===== config.mk =====
export PLATFORM = sky130hd
export DESIGN_NAME = controller_standby_i3c
export DESIGN_NICKNAME = d
export VERILOG_FILES = /design/src/verilog/i3c_pkg.sv /design/src/verilog/controller_pkg.sv /design/src/verilog/bus_monitor.sv /design/src/verilog/addr_match.sv /design/src/verilog/i3c_target_fsm.sv /design/src/verilog/flow_standby_i3c.sv /design/src/verilog/controller_standby_i3c.sv
export SDC_FILE = /design/constraint.sdc
export NUM_CORES = 1
export LEC_CHECK = 0
export ABC_AREA = 1
export BUFFER_PORTS_ARGS = -buffer_cell sky130_fd_sc_hd__buf_4
export CAP_MARGIN = 5
export CORE_MARGIN = 1
export CORE_UTILIZATION = 35
export CTS_CLUSTER_DIAMETER = 40
export DETAILED_ROUTE_END_ITERATION = 8
export GPL_ROUTABILITY_DRIVEN = 0
export PLACE_DENSITY = 0.56
export SLEW_MARGIN = 20
export SYNTH_ARGS = -nofsm -noshare
export SYNTH_HDL_FRONTEND = slang
export SYNTH_SLANG_ARGS = --single-unit

===== constraint.sdc =====
create_clock -name clk_i -period 2.4 [get_ports clk_i]
set_input_delay 0.12 -clock clk_i [delete_from_list [all_inputs] [get_ports clk_i]]
set_output_delay 0.12 -clock clk_i [all_outputs]
set_load 0.005 [all_outputs]

===== src/verilog/i3c_pkg.sv =====
// I3C bus-level types shared by the standby target blocks
`default_nettype none

package i3c_pkg;

  // Target FSM states
  typedef enum logic [2:0] {
    BusIdle     = 3'd0,
    BusHeader   = 3'd1,
    BusHdrAck   = 3'd2,
    BusWrByte   = 3'd3,
    BusWrParity = 3'd4,
    BusRdByte   = 3'd5,
    BusRdTbit   = 3'd6,
    BusWaitStop = 3'd7
  } bus_state_e;

  // Transfer kind seen by the flow adapter
  typedef enum logic [1:0] {
    XferNone  = 2'd0,
    XferWrite = 2'd1,
    XferRead  = 2'd2
  } xfer_type_e;

  // Address header as it appears on the bus, rnw last
  typedef struct packed {
    logic [6:0] addr;
    logic       rnw;
  } addr_hdr_t;

  // Broadcast address, write only
  localparam logic [6:0] I3cBroadcastAddr = 7'h7E;

endpackage

`default_nettype wire


===== src/verilog/controller_pkg.sv =====
// Controller-side configuration, event and byte stream types
`default_nettype none

package controller_pkg;

  typedef struct packed {
    logic        enable;
    logic        sta_addr_valid;
    logic [6:0]  sta_addr;
    logic        dyn_addr_valid;
    logic [6:0]  dyn_addr;
    // clk cycles from SCL falling to SDA change
    logic [7:0]  t_hd_dat;
    // clk cycles from SCL rising to release after the T bit
    logic [15:0] t_su_dat;
  } ctrl_cfg_t;

  typedef struct packed {
    logic       valid;
    logic [7:0] data;
  } byte_strm_t;

  // One-cycle event pulses
  typedef struct packed {
    logic nack;
    logic cmd_complete;
    logic parity_err;
    logic read_cmd;
  } ctrl_evt_t;

endpackage

`default_nettype wire


===== src/verilog/bus_monitor.sv =====
// Bus monitor: synchronizes SCL/SDA and flags START, STOP and SCL edges
`timescale 1ns/1ps
`default_nettype none

module bus_monitor (
  input  logic clk_i,
  input  logic rst_n_i,
  input  logic enable_i,
  input  logic scl_i,
  input  logic sda_i,
  output logic start_det_o,
  output logic stop_det_o,
  output logic scl_rise_o,
  output logic scl_fall_o,
  output logic sda_o
);

  logic [1:0] scl_sync_q;
  logic [1:0] sda_sync_q;
  logic       scl_s;
  logic       sda_s;
  logic       scl_p;
  logic       sda_p;

  assign scl_s = scl_sync_q[1];
  assign sda_s = sda_sync_q[1];

  // Idle bus is high on both lines
  always_ff @(posedge clk_i or negedge rst_n_i) begin
    if (!rst_n_i) begin
      scl_sync_q <= 2'b11;
      sda_sync_q <= 2'b11;
      scl_p      <= 1'b1;
      sda_p      <= 1'b1;
    end else begin
      scl_sync_q <= {scl_sync_q[0], scl_i};
      sda_sync_q <= {sda_sync_q[0], sda_i};
      scl_p      <= scl_s;
      sda_p      <= sda_s;
    end
  end

  always_ff @(posedge clk_i or negedge rst_n_i) begin
    if (!rst_n_i) begin
      start_det_o <= 1'b0;
      stop_det_o  <= 1'b0;
      scl_rise_o  <= 1'b0;
      scl_fall_o  <= 1'b0;
    end else begin
      scl_rise_o  <= enable_i & scl_s & ~scl_p;
      scl_fall_o  <= enable_i & ~scl_s & scl_p;
      // SDA moving while SCL stays high
      start_det_o <= enable_i & scl_s & scl_p & sda_p & ~sda_s;
      stop_det_o  <= enable_i & scl_s & scl_p & ~sda_p & sda_s;
    end
  end

  // Level aligned with the edge pulses
  assign sda_o = sda_p;

endmodule

`default_nettype wire


===== src/verilog/addr_match.sv =====
// Address matcher: registers the header and compares it with the target addresses
`timescale 1ns/1ps
`default_nettype none

module addr_match
  import i3c_pkg::*;
  import controller_pkg::*;
(
  input  logic      clk_i,
  input  logic      rst_n_i,
  input  ctrl_cfg_t cfg_i,
  input  addr_hdr_t hdr_i,
  input  logic      hdr_valid_i,
  output logic      ack_o,
  output addr_hdr_t hdr_o,
  output logic      hdr_match_o
);

  logic sta_hit;
  logic dyn_hit;
  logic bcast_hit;

  assign sta_hit   = cfg_i.sta_addr_valid && (hdr_i.addr == cfg_i.sta_addr);
  assign dyn_hit   = cfg_i.dyn_addr_valid && (hdr_i.addr == cfg_i.dyn_addr);
  assign bcast_hit = (hdr_i.addr == I3cBroadcastAddr) && !hdr_i.rnw;

  always_ff @(posedge clk_i or negedge rst_n_i) begin
    if (!rst_n_i) begin
      ack_o       <= 1'b0;
      hdr_match_o <= 1'b0;
    end else begin
      ack_o       <= hdr_valid_i & (sta_hit | dyn_hit | bcast_hit);
      // Broadcast is not reported as an own-address hit
      hdr_match_o <= hdr_valid_i & (sta_hit | dyn_hit);
    end
  end

  always_ff @(posedge clk_i) begin
    if (hdr_valid_i) begin
      hdr_o <= hdr_i;
    end
  end

endmodule

`default_nettype wire


===== src/verilog/i3c_target_fsm.sv =====
// I3C SDR target FSM: header, ACK/NACK, parity-checked writes and T-bit reads
`timescale 1ns/1ps
`default_nettype none

module i3c_target_fsm
  import i3c_pkg::*;
  import controller_pkg::*;
(
  input  logic       clk_i,
  input  logic       rst_n_i,
  input  ctrl_cfg_t  cfg_i,
  input  logic       start_det_i,
  input  logic       stop_det_i,
  input  logic       scl_rise_i,
  input  logic       scl_fall_i,
  input  logic       sda_i,
  input  logic       addr_ack_i,
  input  byte_strm_t tx_byte_i,
  input  logic       tx_last_i,
  input  logic       rx_ovf_i,
  output logic       sda_o,
  output logic       sel_od_pp_o,
  output addr_hdr_t  hdr_o,
  output logic       hdr_valid_o,
  output byte_strm_t rx_byte_o,
  output xfer_type_e xfer_type_o,
  output logic       tx_byte_ready_o,
  output ctrl_evt_t  evt_o
);

  bus_state_e  state_q;
  logic [2:0]  bit_cnt_q;
  logic [7:0]  shift_q;
  logic [7:0]  rx_data_q;
  logic        rx_valid_q;
  logic        ack_q;
  logic        last_q;
  xfer_type_e  xfer_q;
  ctrl_evt_t   evt_q;

  // Pending SDA change, applied after a delay
  logic        drv_pend_q;
  logic        drv_val_q;
  logic        drv_pp_q;
  logic [15:0] dly_lim_q;
  logic [15:0] dly_cnt_q;
  logic        sda_q;
  logic        pp_q;

  logic        bus_cond;
  logic        tx_load;
  logic [7:0]  tx_data;
  logic        sched_val;
  logic        sched_pp;

  assign bus_cond = start_det_i | stop_det_i;

  // First SCL fall of a read byte fetches it
  assign tx_load         = (state_q == BusRdByte) && scl_fall_i && (bit_cnt_q == 3'd0);
  assign tx_byte_ready_o = tx_load;
  assign tx_data         = tx_byte_i.valid ? tx_byte_i.data : 8'hFF;

  // SDA value for the bit that starts at this SCL fall
  always_comb begin
    sched_val = 1'b1;
    sched_pp  = 1'b0;
    case (state_q)
      BusHdrAck: sched_val = ~ack_q;
      BusRdByte: begin
        sched_val = tx_load ? tx_data[7] : shift_q[7];
        sched_pp  = 1'b1;
      end
      BusRdTbit: begin
        sched_val = ~last_q;
        sched_pp  = 1'b1;
      end
      default: ;
    endcase
  end

  always_ff @(posedge clk_i or negedge rst_n_i) begin
    if (!rst_n_i) begin
      state_q     <= BusIdle;
      bit_cnt_q   <= 3'd0;
      ack_q       <= 1'b0;
      last_q      <= 1'b0;
      xfer_q      <= XferNone;
      evt_q       <= '0;
      hdr_valid_o <= 1'b0;
      rx_valid_q  <= 1'b0;
    end else begin
      evt_q       <= '0;
      hdr_valid_o <= 1'b0;
      rx_valid_q  <= 1'b0;
      if (bus_cond) begin
        evt_q.cmd_complete <= (xfer_q != XferNone);
        xfer_q    <= XferNone;
        state_q   <= start_det_i ? BusHeader : BusIdle;
        bit_cnt_q <= 3'd0;
        ack_q     <= 1'b0;
      end else begin
        if (addr_ack_i) begin
          ack_q <= 1'b1;
        end
        case (state_q)
          BusHeader: begin
            if (scl_rise_i) begin
              bit_cnt_q <= bit_cnt_q + 3'd1;
              if (bit_cnt_q == 3'd7) begin
                hdr_valid_o <= 1'b1;
                state_q     <= BusHdrAck;
              end
            end
          end
          BusHdrAck: begin
            if (scl_rise_i) begin
              if (!ack_q) begin
                evt_q.nack <= 1'b1;
                state_q    <= BusWaitStop;
              end else if (shift_q[0]) begin
                xfer_q         <= XferRead;
                evt_q.read_cmd <= 1'b1;
                state_q        <= BusRdByte;
              end else begin
                xfer_q  <= XferWrite;
                state_q <= BusWrByte;
              end
            end
          end
          BusWrByte: begin
            if (scl_rise_i) begin
              bit_cnt_q <= bit_cnt_q + 3'd1;
              if (bit_cnt_q == 3'd7) begin
                state_q <= BusWrParity;
              end
            end
          end
          BusWrParity: begin
            if (scl_rise_i) begin
              state_q <= BusWrByte;
              // Odd parity over data and T
              if (^{shift_q, sda_i}) begin
                rx_valid_q <= 1'b1;
              end else begin
                evt_q.parity_err <= 1'b1;
              end
            end
          end
          BusRdByte: begin
            if (tx_load) begin
              last_q <= tx_byte_i.valid ? tx_last_i : 1'b1;
            end
            if (scl_rise_i) begin
              bit_cnt_q <= bit_cnt_q + 3'd1;
              if (bit_cnt_q == 3'd7) begin
                state_q <= BusRdTbit;
              end
            end
          end
          BusRdTbit: begin
            if (scl_rise_i) begin
              state_q <= last_q ? BusWaitStop : BusRdByte;
            end
          end
          default: ;
        endcase
      end
    end
  end

  always_ff @(posedge clk_i) begin
    if (tx_load) begin
      shift_q <= {tx_data[6:0], 1'b0};
    end else if (scl_fall_i && (state_q == BusRdByte)) begin
      shift_q <= {shift_q[6:0], 1'b0};
    end else if (scl_rise_i && (state_q inside {BusHeader, BusWrByte})) begin
      shift_q <= {shift_q[6:0], sda_i};
    end
    if (scl_rise_i && (state_q == BusWrParity)) begin
      rx_data_q <= shift_q;
    end
  end

  always_ff @(posedge clk_i or negedge rst_n_i) begin
    if (!rst_n_i) begin
      drv_pend_q <= 1'b0;
      drv_val_q  <= 1'b1;
      drv_pp_q   <= 1'b0;
      dly_lim_q  <= 16'd0;
      dly_cnt_q  <= 16'd0;
      sda_q      <= 1'b1;
      pp_q       <= 1'b0;
    end else if (bus_cond) begin
      drv_pend_q <= 1'b0;
      sda_q      <= 1'b1;
      pp_q       <= 1'b0;
    end else if (scl_fall_i && (state_q != BusIdle)) begin
      drv_pend_q <= 1'b1;
      drv_val_q  <= sched_val;
      drv_pp_q   <= sched_pp;
      dly_lim_q  <= {8'd0, cfg_i.t_hd_dat};
      dly_cnt_q  <= 16'd0;
    end else if (scl_rise_i && (state_q == BusRdTbit)) begin
      // Hand SDA back to the controller after the T bit
      drv_pend_q <= 1'b1;
      drv_val_q  <= 1'b1;
      drv_pp_q   <= 1'b0;
      dly_lim_q  <= cfg_i.t_su_dat;
      dly_cnt_q  <= 16'd0;
    end else if (drv_pend_q) begin
      if (dly_cnt_q == dly_lim_q) begin
        drv_pend_q <= 1'b0;
        sda_q      <= drv_val_q;
        pp_q       <= drv_pp_q;
      end else begin
        dly_cnt_q <= dly_cnt_q + 16'd1;
      end
    end
  end

  assign sda_o       = sda_q;
  assign sel_od_pp_o = pp_q;
  assign hdr_o       = addr_hdr_t'(shift_q);
  assign rx_byte_o   = '{valid: rx_valid_q, data: rx_data_q};
  assign xfer_type_o = xfer_q;

  // RX overflow in the adapter also reports as nack
  always_comb begin
    evt_o      = evt_q;
    evt_o.nack = evt_q.nack | rx_ovf_i;
  end

endmodule

`default_nettype wire


===== src/verilog/flow_standby_i3c.sv =====
// Flow adapter: packs RX bytes into queue words and unpacks TX words into bytes
`timescale 1ns/1ps
`default_nettype none

module flow_standby_i3c
  import i3c_pkg::*;
  import controller_pkg::*;
#(
  parameter int unsigned RxDataWidth = 32,
  parameter int unsigned TxDataWidth = 32
) (
  input  logic                   clk_i,
  input  logic                   rst_n_i,
  input  xfer_type_e             xfer_type_i,
  input  logic                   stop_det_i,
  input  byte_strm_t             rx_byte_i,
  output byte_strm_t             tx_byte_o,
  output logic                   tx_last_o,
  input  logic                   tx_byte_ready_i,
  output logic                   rx_ovf_o,
  output logic                   rx_queue_wvalid_o,
  input  logic                   rx_queue_wready_i,
  output logic [RxDataWidth-1:0] rx_queue_wdata_o,
  output logic                   rx_queue_wflush_o,
  input  logic                   tx_queue_empty_i,
  input  logic                   tx_queue_rvalid_i,
  output logic                   tx_queue_rready_o,
  input  logic [TxDataWidth-1:0] tx_queue_rdata_i
);

  localparam int unsigned RxBytes = RxDataWidth / 8;
  localparam int unsigned TxBytes = TxDataWidth / 8;
  localparam int unsigned RxIdxW  = (RxBytes > 1) ? $clog2(RxBytes) : 1;
  localparam int unsigned TxIdxW  = (TxBytes > 1) ? $clog2(TxBytes) : 1;

  logic [RxDataWidth-1:0] rx_word_q;
  logic [RxIdxW-1:0]      rx_idx_q;
  logic                   rx_wvalid_q;
  logic                   rx_wflush_q;

  logic [TxDataWidth-1:0] tx_word_q;
  logic [TxIdxW-1:0]      tx_idx_q;
  logic                   tx_have_q;
  logic                   tx_final;

  // Word is zeroed after each handoff so a flushed word is zero-filled
  always_ff @(posedge clk_i or negedge rst_n_i) begin
    if (!rst_n_i) begin
      rx_word_q   <= '0;
      rx_idx_q    <= '0;
      rx_wvalid_q <= 1'b0;
      rx_wflush_q <= 1'b0;
    end else if (rx_wvalid_q && rx_queue_wready_i) begin
      rx_word_q   <= '0;
      rx_wvalid_q <= 1'b0;
      rx_wflush_q <= 1'b0;
    end else if (rx_byte_i.valid && !rx_wvalid_q) begin
      rx_word_q[8*rx_idx_q +: 8] <= rx_byte_i.data;
      if (rx_idx_q == RxIdxW'(RxBytes - 1)) begin
        rx_idx_q    <= '0;
        rx_wvalid_q <= 1'b1;
      end else begin
        rx_idx_q <= rx_idx_q + 1'b1;
      end
    end else if (stop_det_i && (rx_idx_q != '0) && !rx_wvalid_q) begin
      rx_idx_q    <= '0;
      rx_wvalid_q <= 1'b1;
      rx_wflush_q <= 1'b1;
    end
  end

  // Byte lost while a word waits on the queue
  assign rx_ovf_o          = rx_byte_i.valid & rx_wvalid_q;
  assign rx_queue_wvalid_o = rx_wvalid_q;
  assign rx_queue_wflush_o = rx_wflush_q;
  assign rx_queue_wdata_o  = rx_word_q;

  assign tx_final          = (tx_idx_q == TxIdxW'(TxBytes - 1));
  assign tx_queue_rready_o = !tx_have_q && (xfer_type_i == XferRead);
  assign tx_byte_o         = '{valid: tx_have_q, data: tx_word_q[8*tx_idx_q +: 8]};
  assign tx_last_o         = tx_have_q && tx_final && tx_queue_empty_i;

  always_ff @(posedge clk_i or negedge rst_n_i) begin
    if (!rst_n_i) begin
      tx_have_q <= 1'b0;
      tx_idx_q  <= '0;
    end else if (tx_queue_rvalid_i && tx_queue_rready_o) begin
      tx_have_q <= 1'b1;
      tx_idx_q  <= '0;
    end else if (tx_byte_ready_i && tx_have_q) begin
      if (tx_final) begin
        tx_have_q <= 1'b0;
        tx_idx_q  <= '0;
      end else begin
        tx_idx_q <= tx_idx_q + 1'b1;
      end
    end
  end

  always_ff @(posedge clk_i) begin
    if (tx_queue_rvalid_i && tx_queue_rready_o) begin
      tx_word_q <= tx_queue_rdata_i;
    end
  end

endmodule

`default_nettype wire


===== src/verilog/controller_standby_i3c.sv =====
// Standby I3C controller acting as an SDR target with RX/TX data queues
`timescale 1ns/1ps
`default_nettype none

module controller_standby_i3c
  import i3c_pkg::*;
  import controller_pkg::*;
#(
  parameter int unsigned RxDataWidth = 32,
  parameter int unsigned TxDataWidth = 32
) (
  input  logic                   clk_i,
  input  logic                   rst_n_i,

  // Bus pins
  input  logic                   ctrl_scl_i,
  input  logic                   ctrl_sda_i,
  output logic                   ctrl_scl_o,
  output logic                   ctrl_sda_o,
  output logic                   phy_sel_od_pp_o,

  input  ctrl_cfg_t              cfg_i,

  // RX data queue
  output logic                   rx_queue_wvalid_o,
  input  logic                   rx_queue_wready_i,
  output logic [RxDataWidth-1:0] rx_queue_wdata_o,
  output logic                   rx_queue_wflush_o,

  // TX data queue
  input  logic                   tx_queue_empty_i,
  input  logic                   tx_queue_rvalid_i,
  output logic                   tx_queue_rready_o,
  input  logic [TxDataWidth-1:0] tx_queue_rdata_i,

  output ctrl_evt_t              evt_o,
  output logic                   bus_start_o,
  output logic                   bus_stop_o,
  output addr_hdr_t              bus_addr_o,
  output logic                   bus_addr_valid_o
);

  logic       start_det;
  logic       stop_det;
  logic       scl_rise;
  logic       scl_fall;
  logic       sda_s;
  addr_hdr_t  hdr;
  logic       hdr_valid;
  logic       addr_ack;
  byte_strm_t rx_byte;
  xfer_type_e xfer_type;
  byte_strm_t tx_byte;
  logic       tx_last;
  logic       tx_byte_ready;
  logic       rx_ovf;

  // Target never stretches SCL
  assign ctrl_scl_o  = 1'b1;
  assign bus_start_o = start_det;
  assign bus_stop_o  = stop_det;

  bus_monitor u_bus_monitor (
    .clk_i       (clk_i),
    .rst_n_i     (rst_n_i),
    .enable_i    (cfg_i.enable),
    .scl_i       (ctrl_scl_i),
    .sda_i       (ctrl_sda_i),
    .start_det_o (start_det),
    .stop_det_o  (stop_det),
    .scl_rise_o  (scl_rise),
    .scl_fall_o  (scl_fall),
    .sda_o       (sda_s)
  );

  i3c_target_fsm u_i3c_target_fsm (
    .clk_i           (clk_i),
    .rst_n_i         (rst_n_i),
    .cfg_i           (cfg_i),
    .start_det_i     (start_det),
    .stop_det_i      (stop_det),
    .scl_rise_i      (scl_rise),
    .scl_fall_i      (scl_fall),
    .sda_i           (sda_s),
    .addr_ack_i      (addr_ack),
    .tx_byte_i       (tx_byte),
    .tx_last_i       (tx_last),
    .rx_ovf_i        (rx_ovf),
    .sda_o           (ctrl_sda_o),
    .sel_od_pp_o     (phy_sel_od_pp_o),
    .hdr_o           (hdr),
    .hdr_valid_o     (hdr_valid),
    .rx_byte_o       (rx_byte),
    .xfer_type_o     (xfer_type),
    .tx_byte_ready_o (tx_byte_ready),
    .evt_o           (evt_o)
  );

  addr_match u_addr_match (
    .clk_i       (clk_i),
    .rst_n_i     (rst_n_i),
    .cfg_i       (cfg_i),
    .hdr_i       (hdr),
    .hdr_valid_i (hdr_valid),
    .ack_o       (addr_ack),
    .hdr_o       (bus_addr_o),
    .hdr_match_o (bus_addr_valid_o)
  );

  flow_standby_i3c #(
    .RxDataWidth (RxDataWidth),
    .TxDataWidth (TxDataWidth)
  ) u_flow_standby_i3c (
    .clk_i             (clk_i),
    .rst_n_i           (rst_n_i),
    .xfer_type_i       (xfer_type),
    .stop_det_i        (stop_det),
    .rx_byte_i         (rx_byte),
    .tx_byte_o         (tx_byte),
    .tx_last_o         (tx_last),
    .tx_byte_ready_i   (tx_byte_ready),
    .rx_ovf_o          (rx_ovf),
    .rx_queue_wvalid_o (rx_queue_wvalid_o),
    .rx_queue_wready_i (rx_queue_wready_i),
    .rx_queue_wdata_o  (rx_queue_wdata_o),
    .rx_queue_wflush_o (rx_queue_wflush_o),
    .tx_queue_empty_i  (tx_queue_empty_i),
    .tx_queue_rvalid_i (tx_queue_rvalid_i),
    .tx_queue_rready_o (tx_queue_rready_o),
    .tx_queue_rdata_i  (tx_queue_rdata_i)
  );

endmodule

`default_nettype wire


## Yosys cells after proc, flatten, opt, wreduce, memory -nomap -nowiden

Index checks and enable logic that the tools add are counted.

| word-level totals | value |
|---|---|
| flip-flop bits (word level) | 160 |
| output and inout bits | 53 |
| word-level logic and storage cells | 255 |

| cells by class | value |
|---|---|
| add/sub/neg operators | 5 |
| equal/unequal tests | 28 |
| shift operators | 3 |
| muxes and demuxes | 97 |
| bitwise gates (word level) | 24 |
| reduce and logical (&&, ||, !) cells | 58 |

Operators with widths:

| kind | number |
|---|---|
| $mux W16 | 6 |
| $mux W32 | 2 |
| $mux W1 | 54 |
| $mux W3 | 15 |
| $neg A5 Y34 | 1 |
| $shift A8 B34 Y32 const A | 1 |
| $shiftx A8 B34 Y32 | 1 |
| $bwmux W32 | 1 |
| $mux W8 | 4 |
| $reduce_bool A2 Y1 | 16 |
| $shiftx A32 B6 Y8 | 1 |
| $mux W2 | 13 |
| $ne A3 B2 Y1 const B | 8 |
| $logic_and A1 B1 Y1 | 18 |
| $pmux W3 S6 | 1 |
| $add A16 B1 Y16 const B | 1 |
| $eq A16 B16 Y1 | 1 |
| $eq A7 B7 Y1 | 2 |
| $and A1 B1 Y1 | 12 |
| $eq A3 B3 Y1 const B | 4 |
| $reduce_and A2 Y1 | 6 |
| $reduce_bool A3 Y1 | 4 |
| $reduce_and A10 Y1 | 1 |
| $ne A3 B1 Y1 const B | 3 |
| other kinds (18) | 39 |

## Depth between registers and ports, before layout

| depth | value |
|---|---|
| depth in word-level cells | 6 |
| gate-level depth with buffers | 13 |
| mapped depth without buffers | 11 |

## By module

A second synthesis with hierarchy kept.

| unflattened totals | value |
|---|---|
| cell total of the unflattened synthesis | 979 |
| area, all modules | 8129.0 sq um |

Modules (own cells, without submodules):

| module | times used | cells each | area an instance (sq um) | sequential area each (sq um) |
|---|---|---|---|---|
| i3c_target_fsm | 1 | 519 | 3961.3 | 1799.2 |
| flow_standby_i3c | 1 | 343 | 3226.8 | 1936.9 |
| addr_match | 1 | 94 | 629.4 | 290.3 |
| bus_monitor | 1 | 21 | 300.3 | 257.7 |
| controller_standby_i3c | 1 | 2 | 11.3 | 0.0 |

## Worst setup path after synthesis

No wires, ideal clock.

| timing | value |
|---|---|
| path kind | register to register |
| from | register u_flow_standby_i3c.rx_idx_q[0] |
| to | register u_flow_standby_i3c.rx_word_q[10] (netlist: u_flow_standby_i3c.rx_queue_wdata_o[10]) |
| setup time | 96 ps |
| arrival | 1880 ps |
| setup slack | 423 ps |
| stages on the path, launching flop included | 8 |
| path buffers | 2 |
| clock period less this slack | 1977 ps |
| cells stage by stage | dfrtp_1 -> buf_2 -> clkinv_1 -> ha_1 -> clkbuf_1 -> nor2_1 -> nand4_1 -> o31ai_1 |

| between the ends | value |
|---|---|
| cells in the longest elaborated chain, start to end | 5 |
| elaborated cells between the ends (all ways) | 6 |

RTL lines:

| item | RTL line | RTL |
|---|---|---|
| start, declared | flow_standby_i3c.sv:37 | `logic [RxIdxW-1:0] rx_idx_q;` |
| start signal, assigned | flow_standby_i3c.sv:63 | `rx_idx_q <= rx_idx_q + 1'b1;` |
| $neg A5 Y34 * | flow_standby_i3c.sv:58 | `rx_word_q[8*rx_idx_q +: 8] <= rx_byte_i.data;` |
| $shiftx A8 B34 Y32 / $shift A8 B34 Y32 (equally long branches) | flow_standby_i3c.sv:58 |  |
| $bwmux W32 * | flow_standby_i3c.sv:58 |  |
| $mux W32 * | flow_standby_i3c.sv:57 | `end else if (rx_byte_i.valid && !rx_wvalid_q) begin` |
| $mux W32 * | flow_standby_i3c.sv:53 | `end else if (rx_wvalid_q && rx_queue_wready_i) begin` |
| end signal, assigned by index | flow_standby_i3c.sv:58 |  |
| end, declared | flow_standby_i3c.sv:36 | `logic [RxDataWidth-1:0] rx_word_q;` |

Mark *: on every way between the ends. The rest lies on a longest branch, timed or not. The select of a mux whose other input is x is not followed.
A chain may end at the register's enable or synchronous reset.

## Worst setup path after layout

| timing | value |
|---|---|
| from | register u_i3c_target_fsm.state_q[0] |
| to | register u_i3c_target_fsm.dly_lim_q[0] |

| between the ends | value |
|---|---|
| cells in the longest elaborated chain, start to end | 4 |
| elaborated cells between the ends (all ways) | 7 |

RTL lines:

| item | RTL line | RTL |
|---|---|---|
| start, declared | i3c_target_fsm.sv:31 | `bus_state_e state_q;` |
| start signal, assigned | i3c_target_fsm.sv:83 | `state_q <= BusIdle;` |
| start signal, assigned | i3c_target_fsm.sv:98 | `state_q <= start_det_i ? BusHeader : BusIdle;` |
| start signal, assigned | i3c_target_fsm.sv:111 | `state_q <= BusHdrAck;` |
| $eq A3 B3 Y1 / $reduce_bool A3 Y1 (equally long branches) | i3c_target_fsm.sv:203, i3c_target_fsm.sv:197 |  |
| $logic_and A1 B1 Y1, on equally long branches | i3c_target_fsm.sv:203, i3c_target_fsm.sv:197 |  |
| $reduce_bool A2 Y1 (no line) | n/a |  |
| $reduce_and A2 Y1 (no line) | n/a |  |
| end signal, assigned | i3c_target_fsm.sv:201 | `dly_lim_q <= {8'd0, cfg_i.t_hd_dat};` |
| end signal, assigned | i3c_target_fsm.sv:208 | `dly_lim_q <= cfg_i.t_su_dat;` |
| end, declared | i3c_target_fsm.sv:45 | `logic [15:0] dly_lim_q;` |

Several ways; a longest one is shown, not always the timed one.

==> flow_summary.json <==
{
  "outcome": "completed",
  "cpLargestDelayFamily": "buffers and inverters",
  "grt_pass1_wl_um": 31590,
  "hold_ws_ns": 0.08066,
  "path_class": "flop to flop",
  "max_freq_ghz": 0.4505,
  "power_density_nw_per_um2": 881.7,
  "chipHeight_um": 149.7,
  "ant_nets": 0,
  "synth_area_um2": 7637,
  "grt_use_total_pct": 18.26,
  "syn_inst": 862,
  "final_util_pct": 48.01,
  "area_growth_pct": 33.39,
  "rsz0062_at_grt": "no",
  "drt_iter0_markers": 361,
  "drt-vias-per-instance": 4.763,
  "cts_tree": "built",
  "cts_root_buf": "clkbuf_16",
  "post_cts_buffers": 0,
  "antenna_found_initial": 0,
  "cp_cell_sequence": "nor2_4 > nand3_2 > nand2_2 > inv_4 > nor2_8 > buf_6 > nor2_1 > a31oi_1 > dlygate4sd3_1",
  "clkTransAtPathRegs_ns": 0.07,
  "final_cell_mix": "nand2_1, buf_4, inv_1, dfrtp_1, nor2_1",
  "required_ns": 2.75,
  "overflow": 0,
  "nets": 1156,
  "cts_buffers": 17,
  "drive_gt1_share_pct": 19.68,
  "grt_pass1_vias": 6287,
  "drc_errors": 0,
  "period_needed_ns": 2.220,
  "maxCapViolations": 0,
  "relSlewSlack_pct": 48.26,
  "cellLeakagePower_uw": 0.004662,
  "insertedDiodeCount": 0,
  "n_fill_cell": 2078,
  "synth-edff-count": 55,
  "crit_arrival_ns": 2.57,
  "rows": 53,
  "timing.final.crit_share_pct": 92.50,
  "hold_viol": 0,
  "final_max_slew_viol_count": 0,
  "wl_per_cell_um": 14.36,
  "insertion_delay_ns": 0.43,
  "finalClockSkew_ns": 0.01270,
  "initial_utilization_pct": 35.99,
  "die-area_um2": 22420,
  "clock_sinks": 160,
  "h-tree-depth": 4,
  "slowest_stage": "dlygate4sd3_1",
  "io_buffers": 131,
  "ys_types": 41,
  "cp-end-kind": "flop",
  "rrSetupSlack_ns": 0.18,
  "ys_seq_elements": 160,
  "critPathMaxStageDelay_ns": 0.58,
  "path_max_fanout": 34,
  "dominantRegCellSynth": "dfrtp_1",
  "ys.warnings.count": 0,
  "async_flop_share_pct": 65.00,
  "setup_tns_ns": 0,
  "core_um2": 21220,
  "ys_seq_area_share_pct": 56.09,
  "num_vias": 6439,
  "num_io_pins": 133,
  "worstMarginPinSlew_ns": 0.7761,
  "wl_um": 19410,
  "total_power_uw": 8982,
  "die_w_um": 149.7,
  "setup_viol": 0,
  "min_path_type": "input port to flop",
  "final_common_cell": "nand2_1",
  "startpoint_type": "flop",
  "peakVddDrop_uv": 476.6,
  "grt_max_degree": 59,
  "cts_buffer_depth": 2,
  "dp_hpwl_um": 13550,
  "synth.avg_cell_area_um2": 8.860,
  "critPathBufInv": 3,
  "synth_fp_nets": 954,
  "drtPass1Iterations": 6
}
power by group:
| group | internal [µW] | total, µW | switching (µW) |
|---|---|---|---|
| Combinational | 1100 | 2520 | 1420 |
| Sequential | 3290 | 3690 | 405 |
| Clock | 1500 | 2770 | 1260 |
| Total | 5890 | 8980 | 3090 |
worst min-delay path: stages:
cell	delay [ns]
buf_4	0.07
nand2_1	0.05
inv_1	0.15
a21oi_1	0.06
cell families (layout without fill, tap and decap cells):
kind of cell	Yosys count	in the layout	synth area share (%)
other cells	1	1	0.04910
flops	160	160	56.09
simple gates	417	417	23.85
buf+inv	131	346	7.241
compound gates	130	130	9.535
xor+xnor	11	11	1.261
fa+ha+maj	12	12	1.966
cell type report:
class	count	area, µm²	area share, %
Clock buffer	17	425.4	4.176
Clock inverter	15	187.7	1.842
Sequential cell	160	4287	42.08
Tap cell	275	344.1	3.378
Multi-Input combinational cell	571	2800	27.49
Timing Repair Buffer	210	1748	17.16
Inverter	104	395.4	3.881
registers in the layout, indices dropped and copies added, names as in the netlist, 2 cells and up:
| register | flops |
|---|---|
| u_i3c_target_fsm.bit_cnt_q | 3 |
| u_i3c_target_fsm.evt_o | 3 |
| u_i3c_target_fsm.xfer_type_o | 2 |
| u_i3c_target_fsm.dly_cnt_q | 16 |
| u_i3c_target_fsm.hdr_o | 8 |
| u_bus_monitor.scl_sync_q | 2 |
| u_i3c_target_fsm.dly_lim_q | 16 |
| u_flow_standby_i3c.tx_word_q | 32 |
| u_flow_standby_i3c.tx_idx_q | 2 |
| u_i3c_target_fsm.state_q | 3 |
| u_flow_standby_i3c.rx_idx_q | 2 |
| u_i3c_target_fsm.rx_data_q | 8 |
| u_addr_match.hdr_o | 8 |
| u_bus_monitor.sda_sync_q | 2 |
| u_flow_standby_i3c.rx_queue_wdata_o | 32 |
stage by stage:
step | instance area [µm²] | worst slack, ns | cells
after floorplan | 7637 | 0.4234 | 862
after global placement | 8947 | 0.5969 | 1258
after detailed placement | 8947 | 0.5649 | 1258
after CTS | 10180 | 0.06367 | 1352
after global routing | 10190 | 0.03920 | 1352
final | 10190 | 0.1801 | 1352
worst paths after layout:
kind / end / start / cells past startpoint
min in group asynchronous: u_i3c_target_fsm.dly_lim_q[6] / rst_n_i / 2
setup / recovery: u_i3c_target_fsm.dly_lim_q[0] / u_i3c_target_fsm.state_q[0] / 9
hold reg to reg: u_bus_monitor.scl_sync_q[1] / u_bus_monitor.scl_sync_q[0] / 0
setup reg to reg: u_i3c_target_fsm.dly_lim_q[0] / u_i3c_target_fsm.state_q[0] / 9
max in group asynchronous: u_flow_standby_i3c.rx_queue_wdata_o[1] / rst_n_i / 3
hold / removal: u_flow_standby_i3c.rx_queue_wvalid_o / rx_queue_wready_i / 4
cells in the mapped netlist, types with 3 or more instances:
master,instances,area share [%]
a21oi_1,22,1.4
a31oi_1,10,0.82
buf_2,6,0.39
buf_4,7,0.69
buf_6,3,0.44
clkbuf_1,10,0.49
dfrtp_1,96,31
dfstp_2,8,2.8
edfxtp_1,55,22
ha_1,12,2.0
inv_1,96,4.7
inv_2,4,0.20
nand2_1,199,9.8
nand2_2,3,0.25
nand3_1,70,4.6
nand4_1,23,1.9
nor2_1,92,4.5
nor2_2,4,0.33
nor2_4,4,0.59
nor3_1,15,0.98
o21ai_0,67,4.4
o21ai_1,3,0.20
o22ai_1,15,1.2
o31ai_1,6,0.59
xnor2_1,7,0.80
xor2_1,4,0.46
metal layers:
metal  vias to the layer above  wire length (µm)  global-route usage [%]
met1                      3009              9297                   24.75
li1                       3271                 -                       -
met5                         -                 0                       0
met3                        14               821                   3.780
met2                       145              9115                   29.68
met4                         0               180                   4.747
what timing repair did:
action,4_1_cts,5_1_grt
setup endpoints to repair,0,8
hold buffers,62,0
resized for setup,0,3
hold endpoints to repair,104,0
No activity file was read; power rests on OpenSTA's default activity.
